$ cat config.mk
export PLATFORM = sky130hd
export DESIGN_NAME = ctl_core
export DESIGN_NICKNAME = d
export VERILOG_FILES = /design/src/cpu_ops_pkg.sv /design/src/cpu_seq_pkg.sv /design/src/opcode_decoder.sv /design/src/cycle_sequencer.sv /design/src/addr_op_gen.sv /design/src/datapath_ctl.sv /design/src/ctl_core.sv
export SDC_FILE = /design/constraint.sdc
export NUM_CORES = 1
export LEC_CHECK = 0
export ABC_AREA = 1
export BUFFER_PORTS_ARGS = -buffer_cell sky130_fd_sc_hd__buf_2
export CORE_ASPECT_RATIO = 0.75
export CORE_UTILIZATION = 60
export DETAILED_ROUTE_END_ITERATION = 6
export HOLD_SLACK_MARGIN = 0.02
export PLACE_DENSITY_LB_ADDON = 0.12
export SYNTH_ARGS = -nofsm -noshare
export SYNTH_HDL_FRONTEND = slang
export SYNTH_SLANG_ARGS = --single-unit
$ cat constraint.sdc
create_clock -name clk -period 3.55 [get_ports clk]
set_input_delay 0.355 -clock clk [delete_from_list [all_inputs] [get_ports clk]]
set_output_delay 0.355 -clock clk [all_outputs]
set_load 0.1 [all_outputs]
$ cat src/cpu_ops_pkg.sv
// ==================================================
// Datapath control-word encodings for the 8-bit core
// Struct field order sets the bit layout the datapath
// decoders expect, MSB first
// ==================================================
`default_nettype none

package cpu_ops_pkg;

    // Address-bus modes, each named for the address it forms
    typedef enum logic [3:0] {
        AB_KEEP         = 4'b0000,  // AB + 0
        AB_PC           = 4'b0001,  // Back to PC
        AB_ABS_IDX      = 4'b0010,  // {DB, AHL + reg}, store PC
        AB_ZP_IDX       = 4'b0011,  // {00, DB + reg}
        AB_INC          = 4'b0100,  // AB + 1, store PC
        AB_SP_INC       = 4'b0101,  // {01, SP + 1}
        AB_BRANCH       = 4'b0111,  // AB + offset + 1
        AB_SP           = 4'b1000,  // {01, SP}, keep PC
        AB_SP_STORE     = 4'b1001,  // {01, SP}, store PC + 1
        AB_ABS_IDX_HOLD = 4'b1010,  // {DB, AHL + reg}, keep PC
        AB_SP_HOLD      = 4'b1011,  // {01, SP}, PC from AB
        AB_INC_HOLD     = 4'b1100,  // AB + 1, keep PC
        AB_ABS_IDX_INC  = 4'b1110,  // {DB, AHL + reg} + 1
        AB_VECTOR       = 4'b1111   // {FF, vector} + 1
    } ab_mode_e;

    typedef struct packed {
        logic [6:0] pc_sel;     // PC, hold and high-byte select
        logic [1:0] abl_sel;
        logic [1:0] abl_opnd;
        logic       abl_ci;
    } ab_op_t;

    typedef enum logic [3:0] {
        SRC_X      = 4'b0000,
        SRC_Y      = 4'b0001,
        SRC_A      = 4'b0010,
        SRC_S      = 4'b0011,
        SRC_ZERO   = 4'b0111,
        SRC_VECTOR = 4'b1010
    } reg_src_e;

    typedef enum logic [1:0] {DST_X, DST_Y, DST_A, DST_S} reg_dst_e;

    typedef struct packed {
        logic     write;
        reg_dst_e dst;
        reg_src_e src;
    } reg_op_t;

    typedef enum logic [2:0] {
        ALU_OR, ALU_AND, ALU_XOR, ALU_ADD, ALU_INC, ALU_DEC, ALU_SUB, ALU_TRB
    } alu_add_e;

    localparam logic [1:0] SH_NONE  = 2'b00;
    localparam logic [1:0] SH_LEFT  = 2'b10;
    localparam logic [1:0] SH_RIGHT = 2'b11;

    localparam logic [1:0] CY_0   = 2'b00;
    localparam logic [1:0] CY_1   = 2'b01;
    localparam logic [1:0] CY_ROT = 2'b10;  // Carry flag rotates in
    localparam logic [1:0] CY_ADC = 2'b11;

    typedef struct packed {
        logic       load_m;     // Memory operand from DB
        logic       bcd;
        logic [1:0] shift;
        alu_add_e   add;
        logic [1:0] carry;
    } alu_op_t;

endpackage

`default_nettype wire

$ cat src/cpu_seq_pkg.sv
// ==================================================
// Sequencer types shared by the control blocks
// The decoded word holds datapath fields by scope
// ==================================================
`default_nettype none

package cpu_seq_pkg;

    localparam int state_w = 4;

    typedef enum logic [state_w-1:0] {
        INIT,
        SYNC,
        IMM0,
        ZERO,
        ABS0,
        ABS1,
        RDWR,
        DATA,
        PUSH,
        PULL,
        COND
    } ctl_state_e;

    // Opcodes the entry classifier picks out by value
    typedef enum logic [7:0] {
        OP_PHA = 8'h48,
        OP_JMP = 8'h4C,
        OP_PLA = 8'h68,
        OP_BRA = 8'h80
    } opcode_e;

    typedef struct packed {
        cpu_ops_pkg::reg_src_e src;
        cpu_ops_pkg::reg_dst_e dst;
        logic                  ld;      // Result written in next SYNC
        logic [6:0]            alu;     // {shift, add, carry}
        logic                  st;
        logic                  rmw;
        logic                  jmp;
    } insn_ctl_t;

endpackage

`default_nettype wire

$ cat src/opcode_decoder.sv
// ==================================================
// Opcode table and entry-state classifier
// Reads db[7:0] only, so data_w must be at least 8
// Opcodes outside the table run as one-cycle no-ops
// ==================================================
`timescale 1ns/1ns
`default_nettype none

module opcode_decoder import cpu_ops_pkg::*, cpu_seq_pkg::*; #(
    parameter int data_w = 8
) (
    input  logic              clk,
    input  logic              rst,
    input  logic              sync,
    input  logic [data_w-1:0] db,
    output ctl_state_e        entry_state,
    output insn_ctl_t         insn,
    output logic              add_x,
    output logic              add_y
);

    localparam insn_ctl_t insn_nop = '{src: SRC_ZERO, dst: DST_A, ld: 1'b0, alu: 7'd0,
                                       st: 1'b0, rmw: 1'b0, jmp: 1'b0};

    function automatic insn_ctl_t op_alu(input reg_src_e s, input reg_dst_e d,
                                         input logic w, input logic [1:0] sh,
                                         input alu_add_e add, input logic [1:0] cy);
        return '{src: s, dst: d, ld: w, alu: {sh, add, cy},
                 st: 1'b0, rmw: 1'b0, jmp: 1'b0};
    endfunction

    function automatic insn_ctl_t op_st(input reg_src_e s);
        return '{src: s, dst: DST_A, ld: 1'b0, alu: 7'd0, st: 1'b1, rmw: 1'b0, jmp: 1'b0};
    endfunction

    function automatic insn_ctl_t op_rmw(input logic [1:0] sh, input alu_add_e add,
                                         input logic [1:0] cy);
        return '{src: SRC_ZERO, dst: DST_A, ld: 1'b0, alu: {sh, add, cy},
                 st: 1'b0, rmw: 1'b1, jmp: 1'b0};
    endfunction

    logic [7:0] opc;
    insn_ctl_t  insn_d;
    logic       known;
    ctl_state_e cls;
    logic       idx_x;
    logic       idx_y;

    assign opc = db[7:0];

    always_comb begin
        insn_d = insn_nop;
        known  = 1'b1;
        case (opc)
            8'h0A: insn_d = op_alu(SRC_A, DST_A, 1'b1, SH_LEFT, ALU_OR, CY_0);    // ASL A
            8'h2A: insn_d = op_alu(SRC_A, DST_A, 1'b1, SH_LEFT, ALU_OR, CY_ROT);  // ROL A
            8'h4A: insn_d = op_alu(SRC_A, DST_A, 1'b1, SH_RIGHT, ALU_OR, CY_0);   // LSR A
            8'h6A: insn_d = op_alu(SRC_A, DST_A, 1'b1, SH_RIGHT, ALU_OR, CY_ROT); // ROR A
            8'h1A: insn_d = op_alu(SRC_A, DST_A, 1'b1, SH_NONE, ALU_INC, CY_1);   // INC A
            8'h3A: insn_d = op_alu(SRC_A, DST_A, 1'b1, SH_NONE, ALU_DEC, CY_0);   // DEC A
            8'hE8: insn_d = op_alu(SRC_X, DST_X, 1'b1, SH_NONE, ALU_INC, CY_1);   // INX
            8'hCA: insn_d = op_alu(SRC_X, DST_X, 1'b1, SH_NONE, ALU_DEC, CY_0);   // DEX
            8'hC8: insn_d = op_alu(SRC_Y, DST_Y, 1'b1, SH_NONE, ALU_INC, CY_1);   // INY
            8'h88: insn_d = op_alu(SRC_Y, DST_Y, 1'b1, SH_NONE, ALU_DEC, CY_0);   // DEY
            8'hAA: insn_d = op_alu(SRC_A, DST_X, 1'b1, SH_NONE, ALU_OR, CY_0);    // TAX
            8'hA8: insn_d = op_alu(SRC_A, DST_Y, 1'b1, SH_NONE, ALU_OR, CY_0);    // TAY
            8'h8A: insn_d = op_alu(SRC_X, DST_A, 1'b1, SH_NONE, ALU_OR, CY_0);    // TXA
            8'h98: insn_d = op_alu(SRC_Y, DST_A, 1'b1, SH_NONE, ALU_OR, CY_0);    // TYA
            8'h9A: insn_d = op_alu(SRC_X, DST_S, 1'b1, SH_NONE, ALU_OR, CY_0);    // TXS
            8'hBA: insn_d = op_alu(SRC_S, DST_X, 1'b1, SH_NONE, ALU_OR, CY_0);    // TSX
            8'h09, 8'h05, 8'h15, 8'h0D, 8'h1D, 8'h19:                             // ORA
                insn_d = op_alu(SRC_A, DST_A, 1'b1, SH_NONE, ALU_OR, CY_0);
            8'h29, 8'h25, 8'h35, 8'h2D, 8'h3D, 8'h39:                             // AND
                insn_d = op_alu(SRC_A, DST_A, 1'b1, SH_NONE, ALU_AND, CY_0);
            8'h49, 8'h45, 8'h55, 8'h4D, 8'h5D, 8'h59:                             // EOR
                insn_d = op_alu(SRC_A, DST_A, 1'b1, SH_NONE, ALU_XOR, CY_0);
            8'h69, 8'h65, 8'h75, 8'h6D, 8'h7D, 8'h79:                             // ADC
                insn_d = op_alu(SRC_A, DST_A, 1'b1, SH_NONE, ALU_ADD, CY_ADC);
            8'hE9, 8'hE5, 8'hF5, 8'hED, 8'hFD, 8'hF9:                             // SBC
                insn_d = op_alu(SRC_A, DST_A, 1'b1, SH_NONE, ALU_SUB, CY_ADC);
            8'hC9, 8'hC5, 8'hD5, 8'hCD, 8'hDD, 8'hD9:                             // CMP
                insn_d = op_alu(SRC_A, DST_A, 1'b0, SH_NONE, ALU_SUB, CY_1);
            8'hE0, 8'hE4, 8'hEC:                                                  // CPX
                insn_d = op_alu(SRC_X, DST_X, 1'b0, SH_NONE, ALU_SUB, CY_1);
            8'hC0, 8'hC4, 8'hCC:                                                  // CPY
                insn_d = op_alu(SRC_Y, DST_Y, 1'b0, SH_NONE, ALU_SUB, CY_1);
            8'hA9, 8'hA5, 8'hB5, 8'hAD, 8'hBD, 8'hB9, OP_PLA:                     // LDA
                insn_d = op_alu(SRC_ZERO, DST_A, 1'b1, SH_NONE, ALU_OR, CY_0);
            8'hA2, 8'hA6, 8'hB6, 8'hAE, 8'hBE:                                    // LDX
                insn_d = op_alu(SRC_ZERO, DST_X, 1'b1, SH_NONE, ALU_OR, CY_0);
            8'hA0, 8'hA4, 8'hB4, 8'hAC, 8'hBC:                                    // LDY
                insn_d = op_alu(SRC_ZERO, DST_Y, 1'b1, SH_NONE, ALU_OR, CY_0);
            8'h85, 8'h95, 8'h8D, 8'h9D, 8'h99, OP_PHA: insn_d = op_st(SRC_A);     // STA
            8'h86, 8'h96, 8'h8E: insn_d = op_st(SRC_X);                           // STX
            8'h84, 8'h94, 8'h8C: insn_d = op_st(SRC_Y);                           // STY
            8'h64, 8'h74, 8'h9C, 8'h9E: insn_d = op_st(SRC_ZERO);                 // STZ
            8'h06, 8'h16, 8'h0E, 8'h1E: insn_d = op_rmw(SH_LEFT, ALU_OR, CY_0);   // ASL
            8'h26, 8'h36, 8'h2E, 8'h3E: insn_d = op_rmw(SH_LEFT, ALU_OR, CY_ROT); // ROL
            8'h46, 8'h56, 8'h4E, 8'h5E: insn_d = op_rmw(SH_RIGHT, ALU_OR, CY_0);  // LSR
            8'h66, 8'h76, 8'h6E, 8'h7E: insn_d = op_rmw(SH_RIGHT, ALU_OR, CY_ROT);
            8'hE6, 8'hF6, 8'hEE, 8'hFE: insn_d = op_rmw(SH_NONE, ALU_INC, CY_1);  // INC
            8'hC6, 8'hD6, 8'hCE, 8'hDE: insn_d = op_rmw(SH_NONE, ALU_DEC, CY_0);  // DEC
            OP_JMP:  insn_d.jmp = 1'b1;
            OP_BRA:  known = 1'b1;          // Control word stays idle
            default: known = 1'b0;
        endcase
    end

    // First state after SYNC, mostly by opcode column
    always_comb begin
        casez (opc)
            OP_BRA:                 cls = COND;
            OP_PHA:                 cls = PUSH;
            OP_PLA:                 cls = PULL;
            8'b1010_00?0,
            8'b11?0_00?0,
            8'b???0_1001:           cls = IMM0;   // LDX/LDY/CPX/CPY #, col 9 even
            8'b???1_1001,
            8'b????_11??:           cls = ABS0;   // Col 9 odd, col c to f
            8'b????_01??:           cls = ZERO;
            default:                cls = SYNC;
        endcase
    end

    assign entry_state = known ? cls : SYNC;

    always_comb begin
        idx_x = 1'b0;
        idx_y = 1'b0;
        casez (opc)
            8'h96, 8'hB6, 8'hBE,
            8'b???1_1001:             idx_y = 1'b1;
            8'h9C:                    idx_x = 1'b0;   // STZ abs, not indexed
            8'b???1_01??, 8'b???1_11??: idx_x = 1'b1;
            default:                  idx_x = 1'b0;
        endcase
    end

    always_ff @(posedge clk) begin
        if (rst) begin
            insn  <= insn_nop;
            add_x <= 1'b0;
            add_y <= 1'b0;
        end else if (sync) begin
            insn  <= insn_d;
            add_x <= idx_x;
            add_y <= idx_y;
        end
    end

endmodule

`default_nettype wire

$ cat src/cycle_sequencer.sv
// ==================================================
// Bus-cycle state machine
// One INIT cycle follows reset, then SYNC
// insn must already hold the opcode fetched in SYNC
// ==================================================
`timescale 1ns/1ns
`default_nettype none

module cycle_sequencer import cpu_seq_pkg::*; (
    input  logic       clk,
    input  logic       rst,
    input  ctl_state_e entry_state,
    input  insn_ctl_t  insn,
    output ctl_state_e state,
    output logic       sync
);

    ctl_state_e state_nxt;

    always_comb begin
        case (state)
            INIT:       state_nxt = SYNC;
            SYNC:       state_nxt = entry_state;    // Picked by the decoder
            ABS0:       state_nxt = ABS1;
            ZERO:       state_nxt = insn.rmw ? RDWR : DATA;
            ABS1: begin
                if (insn.jmp)
                    state_nxt = SYNC;               // New PC is on the bus
                else
                    state_nxt = insn.rmw ? RDWR : DATA;
            end
            RDWR, PUSH, PULL:
                        state_nxt = DATA;
            default:    state_nxt = SYNC;           // IMM0, COND, DATA
        endcase
    end

    always_ff @(posedge clk) begin
        if (rst)
            state <= INIT;
        else
            state <= state_nxt;
    end

    assign sync = (state == SYNC);

endmodule

`default_nettype wire

$ cat src/addr_op_gen.sv
// ==================================================
// Address-bus control word from the bus state
// Branch direction uses the sign bit of db
// ==================================================
`timescale 1ns/1ns
`default_nettype none

module addr_op_gen import cpu_ops_pkg::*, cpu_seq_pkg::*; #(
    parameter int data_w = 8
) (
    input  ctl_state_e        state,
    input  logic              cond,
    input  logic [data_w-1:0] db,
    output ab_op_t            ab_op
);

    ab_mode_e   mode;
    logic [6:0] hi_sel;
    logic [1:0] opnd;
    logic       back;

    assign back = cond & db[data_w-1];  // Taken backward branch

    always_comb begin
        case (state)
            SYNC, IMM0, ABS0: mode = AB_INC;
            ABS1:             mode = AB_ABS_IDX;
            ZERO:             mode = AB_ZP_IDX;
            DATA:             mode = AB_PC;
            PUSH:             mode = AB_SP_HOLD;
            PULL:             mode = AB_SP_INC;
            COND:             mode = AB_BRANCH;
            default:          mode = AB_KEEP;      // INIT, RDWR
        endcase
    end

    always_comb begin
        case (mode)
            AB_PC:           {hi_sel, opnd} = {7'b000_1010, 2'b10};
            AB_ABS_IDX:      {hi_sel, opnd} = {7'b111_1110, 2'b01};
            AB_ZP_IDX:       {hi_sel, opnd} = {7'b111_0000, 2'b01};
            AB_INC:          {hi_sel, opnd} = {7'b011_0110, 2'b11};
            AB_SP_INC:       {hi_sel, opnd} = {7'b011_0001, 2'b00};
            AB_BRANCH: begin
                if (back)
                    {hi_sel, opnd} = {7'b011_0111, 2'b11};  // High byte AB - 1
                else
                    {hi_sel, opnd} = {7'b011_0110, 2'b11};
            end
            AB_SP:           {hi_sel, opnd} = {7'b000_0001, 2'b00};
            AB_SP_STORE:     {hi_sel, opnd} = {7'b111_0001, 2'b00};
            AB_ABS_IDX_HOLD: {hi_sel, opnd} = {7'b001_1110, 2'b01};
            AB_SP_HOLD:      {hi_sel, opnd} = {7'b010_0001, 2'b00};
            AB_INC_HOLD:     {hi_sel, opnd} = {7'b001_0110, 2'b11};
            AB_ABS_IDX_INC:  {hi_sel, opnd} = {7'b001_1110, 2'b01};
            AB_VECTOR:       {hi_sel, opnd} = {7'b000_0011, 2'b00};
            default:         {hi_sel, opnd} = {7'b001_0110, 2'b11};  // AB_KEEP
        endcase
    end

    // Low mode bits select the ABL source, bit 2 is its carry in
    assign ab_op = '{pc_sel: hi_sel, abl_sel: mode[1:0], abl_opnd: opnd, abl_ci: mode[2]};

endmodule

`default_nettype wire

$ cat src/datapath_ctl.sv
// ==================================================
// Register and ALU control words, and write strobe
// we is registered, so it is set in the cycle
// before DATA
// ==================================================
`timescale 1ns/1ns
`default_nettype none

module datapath_ctl import cpu_ops_pkg::*, cpu_seq_pkg::*; (
    input  logic       clk,
    input  logic       rst,
    input  ctl_state_e state,
    input  insn_ctl_t  insn,
    input  logic       add_x,
    input  logic       add_y,
    output reg_op_t    reg_op,
    output alu_op_t    alu_op,
    output logic       we
);

    localparam alu_op_t alu_idle  = '{load_m: 1'b0, bcd: 1'b0, shift: SH_NONE,
                                      add: ALU_OR, carry: CY_0};
    localparam alu_op_t alu_ldm   = '{load_m: 1'b1, bcd: 1'b0, shift: SH_NONE,
                                      add: ALU_OR, carry: CY_0};
    localparam alu_op_t alu_sp_dn = '{load_m: 1'b0, bcd: 1'b0, shift: SH_NONE,
                                      add: ALU_DEC, carry: CY_0};
    localparam alu_op_t alu_sp_up = '{load_m: 1'b0, bcd: 1'b0, shift: SH_NONE,
                                      add: ALU_INC, carry: CY_1};
    localparam alu_op_t alu_store = '{load_m: 1'b0, bcd: 1'b0, shift: SH_NONE,
                                      add: ALU_INC, carry: CY_0};

    reg_src_e idx_src;

    assign idx_src = add_x ? SRC_X : (add_y ? SRC_Y : SRC_ZERO);

    always_comb begin
        case (state)
            PUSH, PULL: reg_op = '{write: 1'b1, dst: DST_S, src: SRC_S};   // SP step
            ZERO, ABS1: reg_op = '{write: 1'b0, dst: DST_X, src: idx_src};
            SYNC:       reg_op = '{write: insn.ld, dst: insn.dst, src: insn.src};
            DATA:       reg_op = '{write: 1'b0, dst: insn.dst, src: insn.src};
            default:    reg_op = '{write: 1'b0, dst: DST_X, src: SRC_ZERO};
        endcase
    end

    always_comb begin
        case (state)
            PUSH:       alu_op = alu_sp_dn;
            PULL:       alu_op = alu_sp_up;
            IMM0, RDWR: alu_op = alu_ldm;
            SYNC:       alu_op = alu_op_t'({2'b00, insn.alu});    // Result of last insn
            DATA: begin
                if (insn.st)
                    alu_op = alu_store;
                else
                    alu_op = alu_op_t'({2'b10, insn.alu});        // Load or RMW
            end
            default:    alu_op = alu_idle;
        endcase
    end

    // High only in the DATA cycle of a store, RMW or push
    always_ff @(posedge clk) begin
        if (rst) begin
            we <= 1'b0;
        end else begin
            case (state)
                PUSH, RDWR: we <= 1'b1;
                ZERO, ABS1: we <= insn.st;    // RMW and JMP never set st
                default:    we <= 1'b0;
            endcase
        end
    end

endmodule

`default_nettype wire

$ cat src/ctl_core.sv
// ==================================================
// Control unit top level for the 8-bit core
// db must be valid in every cycle
// No back-pressure, one instruction per sync pulse
// ==================================================
`timescale 1ns/1ns
`default_nettype none

module ctl_core import cpu_ops_pkg::*, cpu_seq_pkg::*; #(
    parameter int data_w = 8
) (
    input  logic              clk,
    input  logic              rst,
    input  logic [data_w-1:0] db,
    input  logic              cond,
    output logic              sync,
    output logic              we,
    output ab_op_t            ab_op,
    output reg_op_t           reg_op,
    output alu_op_t           alu_op
);

    ctl_state_e entry_state;
    ctl_state_e state;
    insn_ctl_t  insn;
    logic       add_x;
    logic       add_y;

    opcode_decoder #(.data_w(data_w)) u_opcode_decoder (
        .clk         (clk),
        .rst         (rst),
        .sync        (sync),
        .db          (db),
        .entry_state (entry_state),
        .insn        (insn),
        .add_x       (add_x),
        .add_y       (add_y)
    );

    cycle_sequencer u_cycle_sequencer (
        .clk         (clk),
        .rst         (rst),
        .entry_state (entry_state),
        .insn        (insn),
        .state       (state),
        .sync        (sync)
    );

    addr_op_gen #(.data_w(data_w)) u_addr_op_gen (
        .state (state),
        .cond  (cond),
        .db    (db),
        .ab_op (ab_op)
    );

    datapath_ctl u_datapath_ctl (
        .clk    (clk),
        .rst    (rst),
        .state  (state),
        .insn   (insn),
        .add_x  (add_x),
        .add_y  (add_y),
        .reg_op (reg_op),
        .alu_op (alu_op),
        .we     (we)
    );

endmodule

`default_nettype wire

==> summary.txt, run 1 <==
Run status
  – Status: finished with violations
  – Failing checks: design-rule violations

Floorplanning
  – Die area: between 4000 and 5000 sq um
  – Die W: 80.9 um
  – Initial Utilization: 62.7%
  – Top Ports: 41
  – Core area: 4470 sq um
  – Placement Rows: 21
  – Die Span Y: 61.2 um

Clock network
  – Root buffer cell: clkbuf_8
  – TritonCTS clock tree: yes
  – Total CTS buffers: 3
  – H-Tree Depth: 1
  – Clock slew at reported path FFs: 0.09 ns
  – Worst-skew pair later-pin latency: around 0.27 ns
  – Hold_buf cts: 0
  – Deepest clock path buffer count: 2
  – Setup Fix Bufs, Post-CTS: 0
  – Post-cts sizing count: 0
  – Clk sink count: 27

Global routing
  – Gr ovfl total: 0
  – GRT Util Overall: 38.5%
  – Vias in the first global route: roughly 3,200
  – Initial antenna violation count: 0
  – Largest net degree at the start of global routing: 23
  – First-pass GRT wire length: around 15 mm

Synthesis
  – Count of different cell masters after synthesis: 33
  – Register area share after synthesis: 19.3%
  – Cells after Synth: 545
  – FF+latch count, synth: 27
  – Synthesized area: 2800 sq um
  – Syn Area/Cell: 5.14 sq um
  – Ys Warns: 0

Place
  – Dpl hpwl: 7.44 mm
  – Number of port buffers: 38
  – Final RePlAce weighted congestion: 1.17

Worst setup path
  – CP max-delay cell: dfxtp_1
  – Critical path peak fanout: 22
  – Critical Path RT: 3.19 ns
  – Top cell by count, worst path: nand2_1
  – Worst path arrival time: ~2.4 ns
  – Kind of critical path: reg2out
  – Crit path launch type: register
  – Crit-path cells: nand2_1, inv_1, nand2_1, nor2_1, buf_4, inv_1, nand2_1, nand2_1, o22ai_1, buf_12
  – Slowest stage delay, CP: ~0.44 ns
  – Capturing element type of the critical path: output port

Route
  – Detailed-route wire length per cell: 14.7 um
  – Via count: 3,778
  – Vias per cell: 5.97
  – First-pass DRT Iterations: 7
  – WL final: 9.30 mm
  – ANT nets after route: 0
  – DRT iter0 DRCs: 660
  – DRC viols: 2

Pwr
  – LEAKAGE: ~1.7 nW
  – Combinational group share of total power: between 50% and 60%
  – Total power: 1.14 mW
  – Reg power frac: 30.1%
  – Maximum vdd ir drop: 0.447 mV
  – Switching share of total power: 54.8%
  – Clock power frac: 15.4%
  – Pwr dens: 364 nW/um^2
  – Net Switching: around 0.62 mW
  – Pint: 0.516 mW

STA
  – Final Setup Violations: 0
  – FMAX: 0.358 GHz
  – Final Skew: roughly 0.0024 ns
  – Ratio of final minimum period to clock period: 78.7%
  – Setup TNS: 0 ns
  – Period minus WS final: between 2 and 3 ns
  – Worst Max-Slew Pin Slew: 0.497 ns
  – Slew headroom: 66.8%
  – RSZ-0062 raised after global routing: false
  – Endpoints failing hold: 0
  – Pins Over Slew Limit: 0

Final layout
  – Footprint of the multi-input gates: 1950 sq um
  – Reg area: 541 sq um
  – Area delta synth->final: 11.7%
  – Nets: 591
  – Fraction of layout instances using a drive strength above 1: 10.2%
  – Fill cells: around 440
  – Antenna cells: 0

Worst hold path
  – Hold Path Class: in2reg

Run
  – Number of max-cap violations: 0
==> cells by family after synthesis <==
family | count (synthesis) | synth area share [%]
simple gates | 379 | 55.2
buf+inv | 74 | 11.2
compound gates | 61 | 12.9
flops | 27 | 19.3
fa+ha+maj | 3 | 1.34
other cells | 1 | 0.134
==> registers in the layout (all words and copies together), names as in the netlist <==
| register | cells |
|---|---|
| u_opcode_decoder.add_y | 1 |
| u_cycle_sequencer.state | 4 |
| u_datapath_ctl.we | 1 |
| u_opcode_decoder.add_x | 1 |
| u_opcode_decoder.insn | 16 |
| u_addr_op_gen.mode | 4 |
==> synth_stat cells <==
master	number	share of area, %
conb_1	1	0.13
nor3_2	2	0.71
o311a_1	1	0.36
o31ai_1	2	0.54
buf_4	7	1.9
buf_2	1	0.18
o21ai_0	17	3.0
nor4_1	3	0.67
inv_1	55	7.4
nand2_2	3	0.67
ha_1	3	1.3
nand2_1	188	25
nand3_1	31	5.5
o2111ai_1	5	1.6
clkbuf_1	5	0.67
o22ai_1	1	0.22
nand4_1	8	1.8
a31o_2	2	0.63
o211ai_1	2	0.54
a22o_1	1	0.31
a211oi_1	1	0.27
dfxtp_1	27	19
o21bai_1	1	0.27
inv_2	5	0.67
o311ai_0	1	0.31
nor3b_2	1	0.45
nor2_1	128	17
nor2_2	2	0.45
nor3_1	9	1.6
a21oi_1	27	4.8
buf_6	1	0.40
nand3b_1	3	0.80
and3_1	1	0.22
==> power by group through the flow <==
| stage | clock (mW) | sequential (mW) | combinational (mW) |
|---|---|---|---|
| 2_1_floorplan | 0 | 0.345 | 0.517 |
| 3_3_place_gp | 0 | 0.349 | 0.607 |
| 3_5_place_dp | 0 | 0.350 | 0.612 |
| 4_1_cts | 0.176 | 0.343 | 0.614 |
| 5_1_grt | 0.187 | 0.347 | 0.663 |
| 6_report | 0.175 | 0.343 | 0.622 |
==> final cells by class <==
class,count,share of cell area [%]
clock buffer,3,1.32
tap,57,2.28
sequential,27,17.3
timing repair buffer,40,9.43
multi-input combinational,445,62.4
clock inverter,1,0.160
inverter,60,7.19
==> worst max-delay path, delay by kind of cell, from the launching register on <==
kind            cells  cell delay, ns
compound gates      1            0.24
buf+inv             4            0.84
simple gates        5            0.64
flops               1            0.44
==> per-layer routing <==
metal  track usage (%)  vias to the layer above  wire [um]
met3              16.7                       57       1360
met5                 0                        -          0
met4              9.95                        0        345
li1                  -                     1796          -
met2              57.7                      295       3670
met1              50.8                     1630       3920
==> placed cells by master, fill, tap and decap left out <==
| master | instances |
|---|---|
| a22o_1 | 1 |
| inv_1 | 55 |
| a211oi_1 | 1 |
| nand3b_1 | 3 |
| conb_1 | 2 |
| clkbuf_8 | 3 |
| dfxtp_1 | 27 |
| a31o_2 | 2 |
| o21ai_0 | 17 |
| o31ai_1 | 2 |
| nor3_2 | 2 |
| nand4_1 | 8 |
| a21oi_1 | 27 |
| nor3b_2 | 1 |
| buf_4 | 2 |
| buf_2 | 32 |
| nor3_1 | 9 |
| nor4_1 | 3 |
| inv_2 | 5 |
| nand2_2 | 3 |
| nor2_1 | 128 |
| buf_12 | 6 |
| nand2_1 | 188 |
| ha_1 | 3 |
| o2111ai_1 | 5 |
| o21bai_1 | 1 |
| nand3_1 | 31 |
| nor2_2 | 2 |
| and3_1 | 1 |
| clkinv_2 | 1 |
| o311a_1 | 1 |
| o311ai_0 | 1 |
| o22ai_1 | 1 |
| o211ai_1 | 2 |
==> final timing paths <==
kind	startpoint	endpoint	slack, ns	cells after the start
hold reg to reg	u_opcode_decoder.insn[4]	u_opcode_decoder.insn[4]	0.47	2
setup / recovery	u_cycle_sequencer.state[0]	alu_op[0]	0.76	10
setup reg to reg	u_cycle_sequencer.state[0]	u_addr_op_gen.mode[1]	0.92	15
hold / removal	db[2]	u_opcode_decoder.add_x	0.43	3
==> stage by stage <==
| step | cells | worst slack [ns] | hold WS, ns | instance area, sq um | util (%) |
|---|---|---|---|---|---|
| 2_1_floorplan | 546 | 0.182 | 0.440 | 2810 | - |
| 3_3_place_gp | 629 | 0.784 | 0.450 | 3090 | 69.1 |
| 3_5_place_dp | 629 | 0.773 | 0.454 | 3090 | 69.1 |
| 4_1_cts | 633 | 0.769 | 0.430 | 3130 | 70.1 |
| 5_1_grt | 633 | 0.567 | 0.427 | 3130 | 70.1 |
| 6_report | 633 | 0.756 | 0.432 | 3130 | 70.1 |
No activity file was read; power rests on OpenSTA's default activity.
==> run 2: changes to the inputs <==
--- a/config.mk
+++ b/config.mk
@@ -5,10 +5,10 @@
 export SDC_FILE = /design/constraint.sdc
 export NUM_CORES = 1
 export LEC_CHECK = 0
-export ABC_AREA = 1
+export ABC_AREA = 0
 export BUFFER_PORTS_ARGS = -buffer_cell sky130_fd_sc_hd__buf_2
 export CORE_ASPECT_RATIO = 0.75
-export CORE_UTILIZATION = 60
+export CORE_UTILIZATION = 52
 export DETAILED_ROUTE_END_ITERATION = 6
 export HOLD_SLACK_MARGIN = 0.02
 export PLACE_DENSITY_LB_ADDON = 0.12
==> constraint.sdc (replaced) <==
create_clock -name clk -period 2.55 [get_ports clk]
set_input_delay 0.255 -clock clk [delete_from_list [all_inputs] [get_ports clk]]
set_output_delay 0.255 -clock clk [all_outputs]
set_load 0.1 [all_outputs]
==> run 2 against run 1 <==
Net effect: the run still ends with design-rule violations left; sequential cell count stayed put; hold slack worse by 0.050 ns; sequential power is 34% higher; global-route usage decreased by 8.7 points; synthesized cell count decreased by 33%; critical path depth shrank 6; first-iteration DRC count fell by 57%; sequential share of layout area fell by 0.12 points; largest cell class unchanged.
==> summary.txt, run 2 <==
Run status
  – Status: finished with violations
  – Failing checks: design-rule violations

Worst setup path
  – CP startpoint: u_cycle_sequencer.state[1]
  – Kind of cell adding the most delay to the critical path: flip-flops
  – Crit path to: alu_op[5]
  – R2R setup slack: 0.35 ns
  – Kind of critical path: reg2out
  – Slowest stage delay, CP: 0.62 ns
  – Capturing element type of the critical path: output port
  – R2r startpoint: u_cycle_sequencer.state[2]
  – Worst path arrival time: 2.18 ns
  – Critical path peak fanout: 13
  – Crit-path cells: mux2_2, nor2_1, and2_1, buf_2
  – Reg2reg path depth: 9
  – WP buf/inv: 1
  – Crit Reg-Reg Endpoint: u_opcode_decoder.add_x
  – Crit path launch type: register
  – Cell count along the critical path: 4
  – CP max-delay cell: dfxtp_1
  – Critical Path RT: 2.30 ns

STA
  – Worst Max-Slew Pin Slew: around 0.63 ns
  – Final Skew: 0.00227 ns
  – FMAX: 0.411 GHz
  – Period minus WS final: 2.44 ns
  – Endpoints failing hold: 0
  – Slew headroom: 57.2%
  – Setup TNS: 0 ns
  – Hold WS: 0.382 ns
  – RSZ-0062 raised after global routing: false
  – Ratio of final minimum period to clock period: between 90% and 100%
  – Pins Over Slew Limit: 0
  – Final Setup Violations: 0
  – Final setup margin: 0.115 ns

Synthesis
  – Proportion of synthesized area in mux cells: 1.78%
  – Compound-Gate Fraction of Synth Area: 30.9%
  – Synth top area cells: dfxtp_1 (20%), a21oi_1 (6.2%), nor2_1 (5.2%)
  – Synth top area share: 20.2%
  – Yosys top cell by area: dfxtp_1
  – Most used DFF post-synth: dfxtp_1
  – Adder-cell area share of the yosys netlist: 1.41%
  – Post-synth EDFFs: 0
  – Count of different cell masters after synthesis: ~80
  – Syn Area/Cell: 7.30 sq um
  – Register area share after synthesis: 20.2%
  – Synthesized area: ~2700 sq um
  – Most common cell in the netlist: nor2_1
  – Ys Warns: 0
  – Top cells by count, synth: nor2_1 (37), nand2_1 (34), a21oi_1 (33), dfxtp_1 (27), o21ai_0 (17)
  – FF+latch count, synth: 27
  – Ys async rst share: 0%
  – Largest family of logic cells by synthesized area: simple AND/OR/NAND/NOR gates
  – Post-Synth XOR/XNOR Area: 0.984%
  – Cells after Synth: 366
  – Synth Area in Simple Gates: 34.3%

Pwr
  – Pwr dens: 375 nW/um^2
  – Maximum vdd ir drop: 0.323 mV
  – LEAKAGE: 1.39 nW
  – Total power: 1.18 mW

Route
  – Detailed-route wire length per cell: 16.5 um
  – Vias per cell: 6.12
  – DRC viols: 4
  – First-pass DRT Iterations: 7
  – Via count: 2,920
  – WL final: 7.85 mm
  – DRT iter0 DRCs: 287
  – ANT nets after route: 0

Floorplanning
  – Die area: between 5000 and 6000 sq um
  – Placement Rows: 22
  – Top Ports: slightly above 40
  – Core area: 4930 sq um
  – Die W: 84.7 um
  – Initial Utilization: 54.2%
  – Die Span Y: 64.1 um

Place
  – Post-Place Cells: 473
  – Dpl hpwl: approximately 6.1 mm
  – Number of port buffers: 38
  – Setup WS pre-CTS: -0.0851 ns
  – DP Area: ~3100 sq um
  – Final RePlAce weighted congestion: between 0.9 and 1

Global routing
  – Vias in the first global route: 2,643
  – Gr ovfl total: 0
  – Largest net degree at the start of global routing: 22
  – GRT Util Overall: 29.8%
  – Initial antenna violation count: 0
  – First-pass GRT wire length: 12.9 mm

Clock network
  – TritonCTS clock tree: yes
  – Post-cts sizing count: 0
  – Clock slew at reported path FFs: 0.09 ns
  – Clk sink count: 27
  – Worst-skew pair later-pin latency: ~0.27 ns
  – H-Tree Depth: 1
  – Deepest clock path buffer count: 2
  – Total CTS buffers: 3
  – Root buffer cell: clkbuf_8
  – Setup Fix Bufs, Post-CTS: 0
  – Hold_buf cts: 0

Final layout
  – Fill cells: 461
  – Design Area, Final: 3150 sq um
  – Reg with most FFs: u_opcode_decoder.insn
  – Layout Utilization: 64.0%
  – Most common library cell in the layout ignoring fill and taps: buf_4
  – Antenna cells: 0
  – Area delta synth->final: 18.1%
  – Max reg flops: 16
  – Reg area: ~540 sq um
  – Fraction of layout instances using a drive strength above 1: 29.5%
  – Final non-filler cell total: 477
  – Footprint of the multi-input gates: 1900 sq um
  – Nets: 432
  – Commonest cells after routing, fill and taps aside: buf_4 (42), nor2_1 (37), buf_2 (37)

Worst hold path
  – Cell count of the worst hold path: 2
  – Hold Path Class: in2reg

Run
  – Number of max-cap violations: 0
run 2: changes by cell type after synthesis, moves of 6 or more:
cell	before	now
nand3_1	31	13
a21oi_1	27	33
clkbuf_1	5	13
nor2b_1	0	9
nand2b_1	0	10
nor2_1	128	37
nand2_1	188	34
inv_1	55	13
run 2: layer usage:
metal,vias up,global-route usage [%],part of all wire (%),wire length [um]
li1,1422,-,-,-
met3,8,8.53,9.7,759
met4,0,2.12,0.87,68
met2,117,46.1,42,3270
met1,1373,42.6,48,3760
met5,-,0,0,0
run 2: logic make-up after synthesis:
family,after synthesis
buffers and inverters,49
xor gates and xnor gates,3
adders and majority gates,3
other,1
and+or+nand+nor,164
muxes,4
AOI/OAI and AO/OA,115
DFF,27
run 2: cell type report:
cell class | instances | share of cell area (%)
tap | 60 | 2.38
multi-input combinational | 291 | 60.2
clock inverter | 1 | 0.159
inverter | 14 | 1.67
timing repair buffer | 81 | 17.1
clock buffer | 3 | 1.31
sequential | 27 | 17.1
run 2: worst min path at each step:
stage,from,end,slack (ns)
global placement,u_opcode_decoder.insn[11],u_opcode_decoder.insn[11],0.45
global route,rst,u_opcode_decoder.insn[8],0.39
floorplan,u_opcode_decoder.insn[6],u_opcode_decoder.insn[6],0.42
detailed placement,u_opcode_decoder.insn[1],u_opcode_decoder.insn[1],0.45
finish,rst,u_opcode_decoder.insn[8],0.38
CTS,rst,u_opcode_decoder.insn[8],0.38
run 2: power by group:
| part | leakage (nW) | switching (mW) | total (mW) | internal (mW) |
|---|---|---|---|---|
| sequential | 0.220 | 0.0188 | 0.458 | 0.439 |
| combinational | 1.14 | 0.332 | 0.489 | 0.157 |
| clock | 0.0255 | 0.128 | 0.237 | 0.110 |
| total | 1.39 | 0.478 | 1.18 | 0.705 |
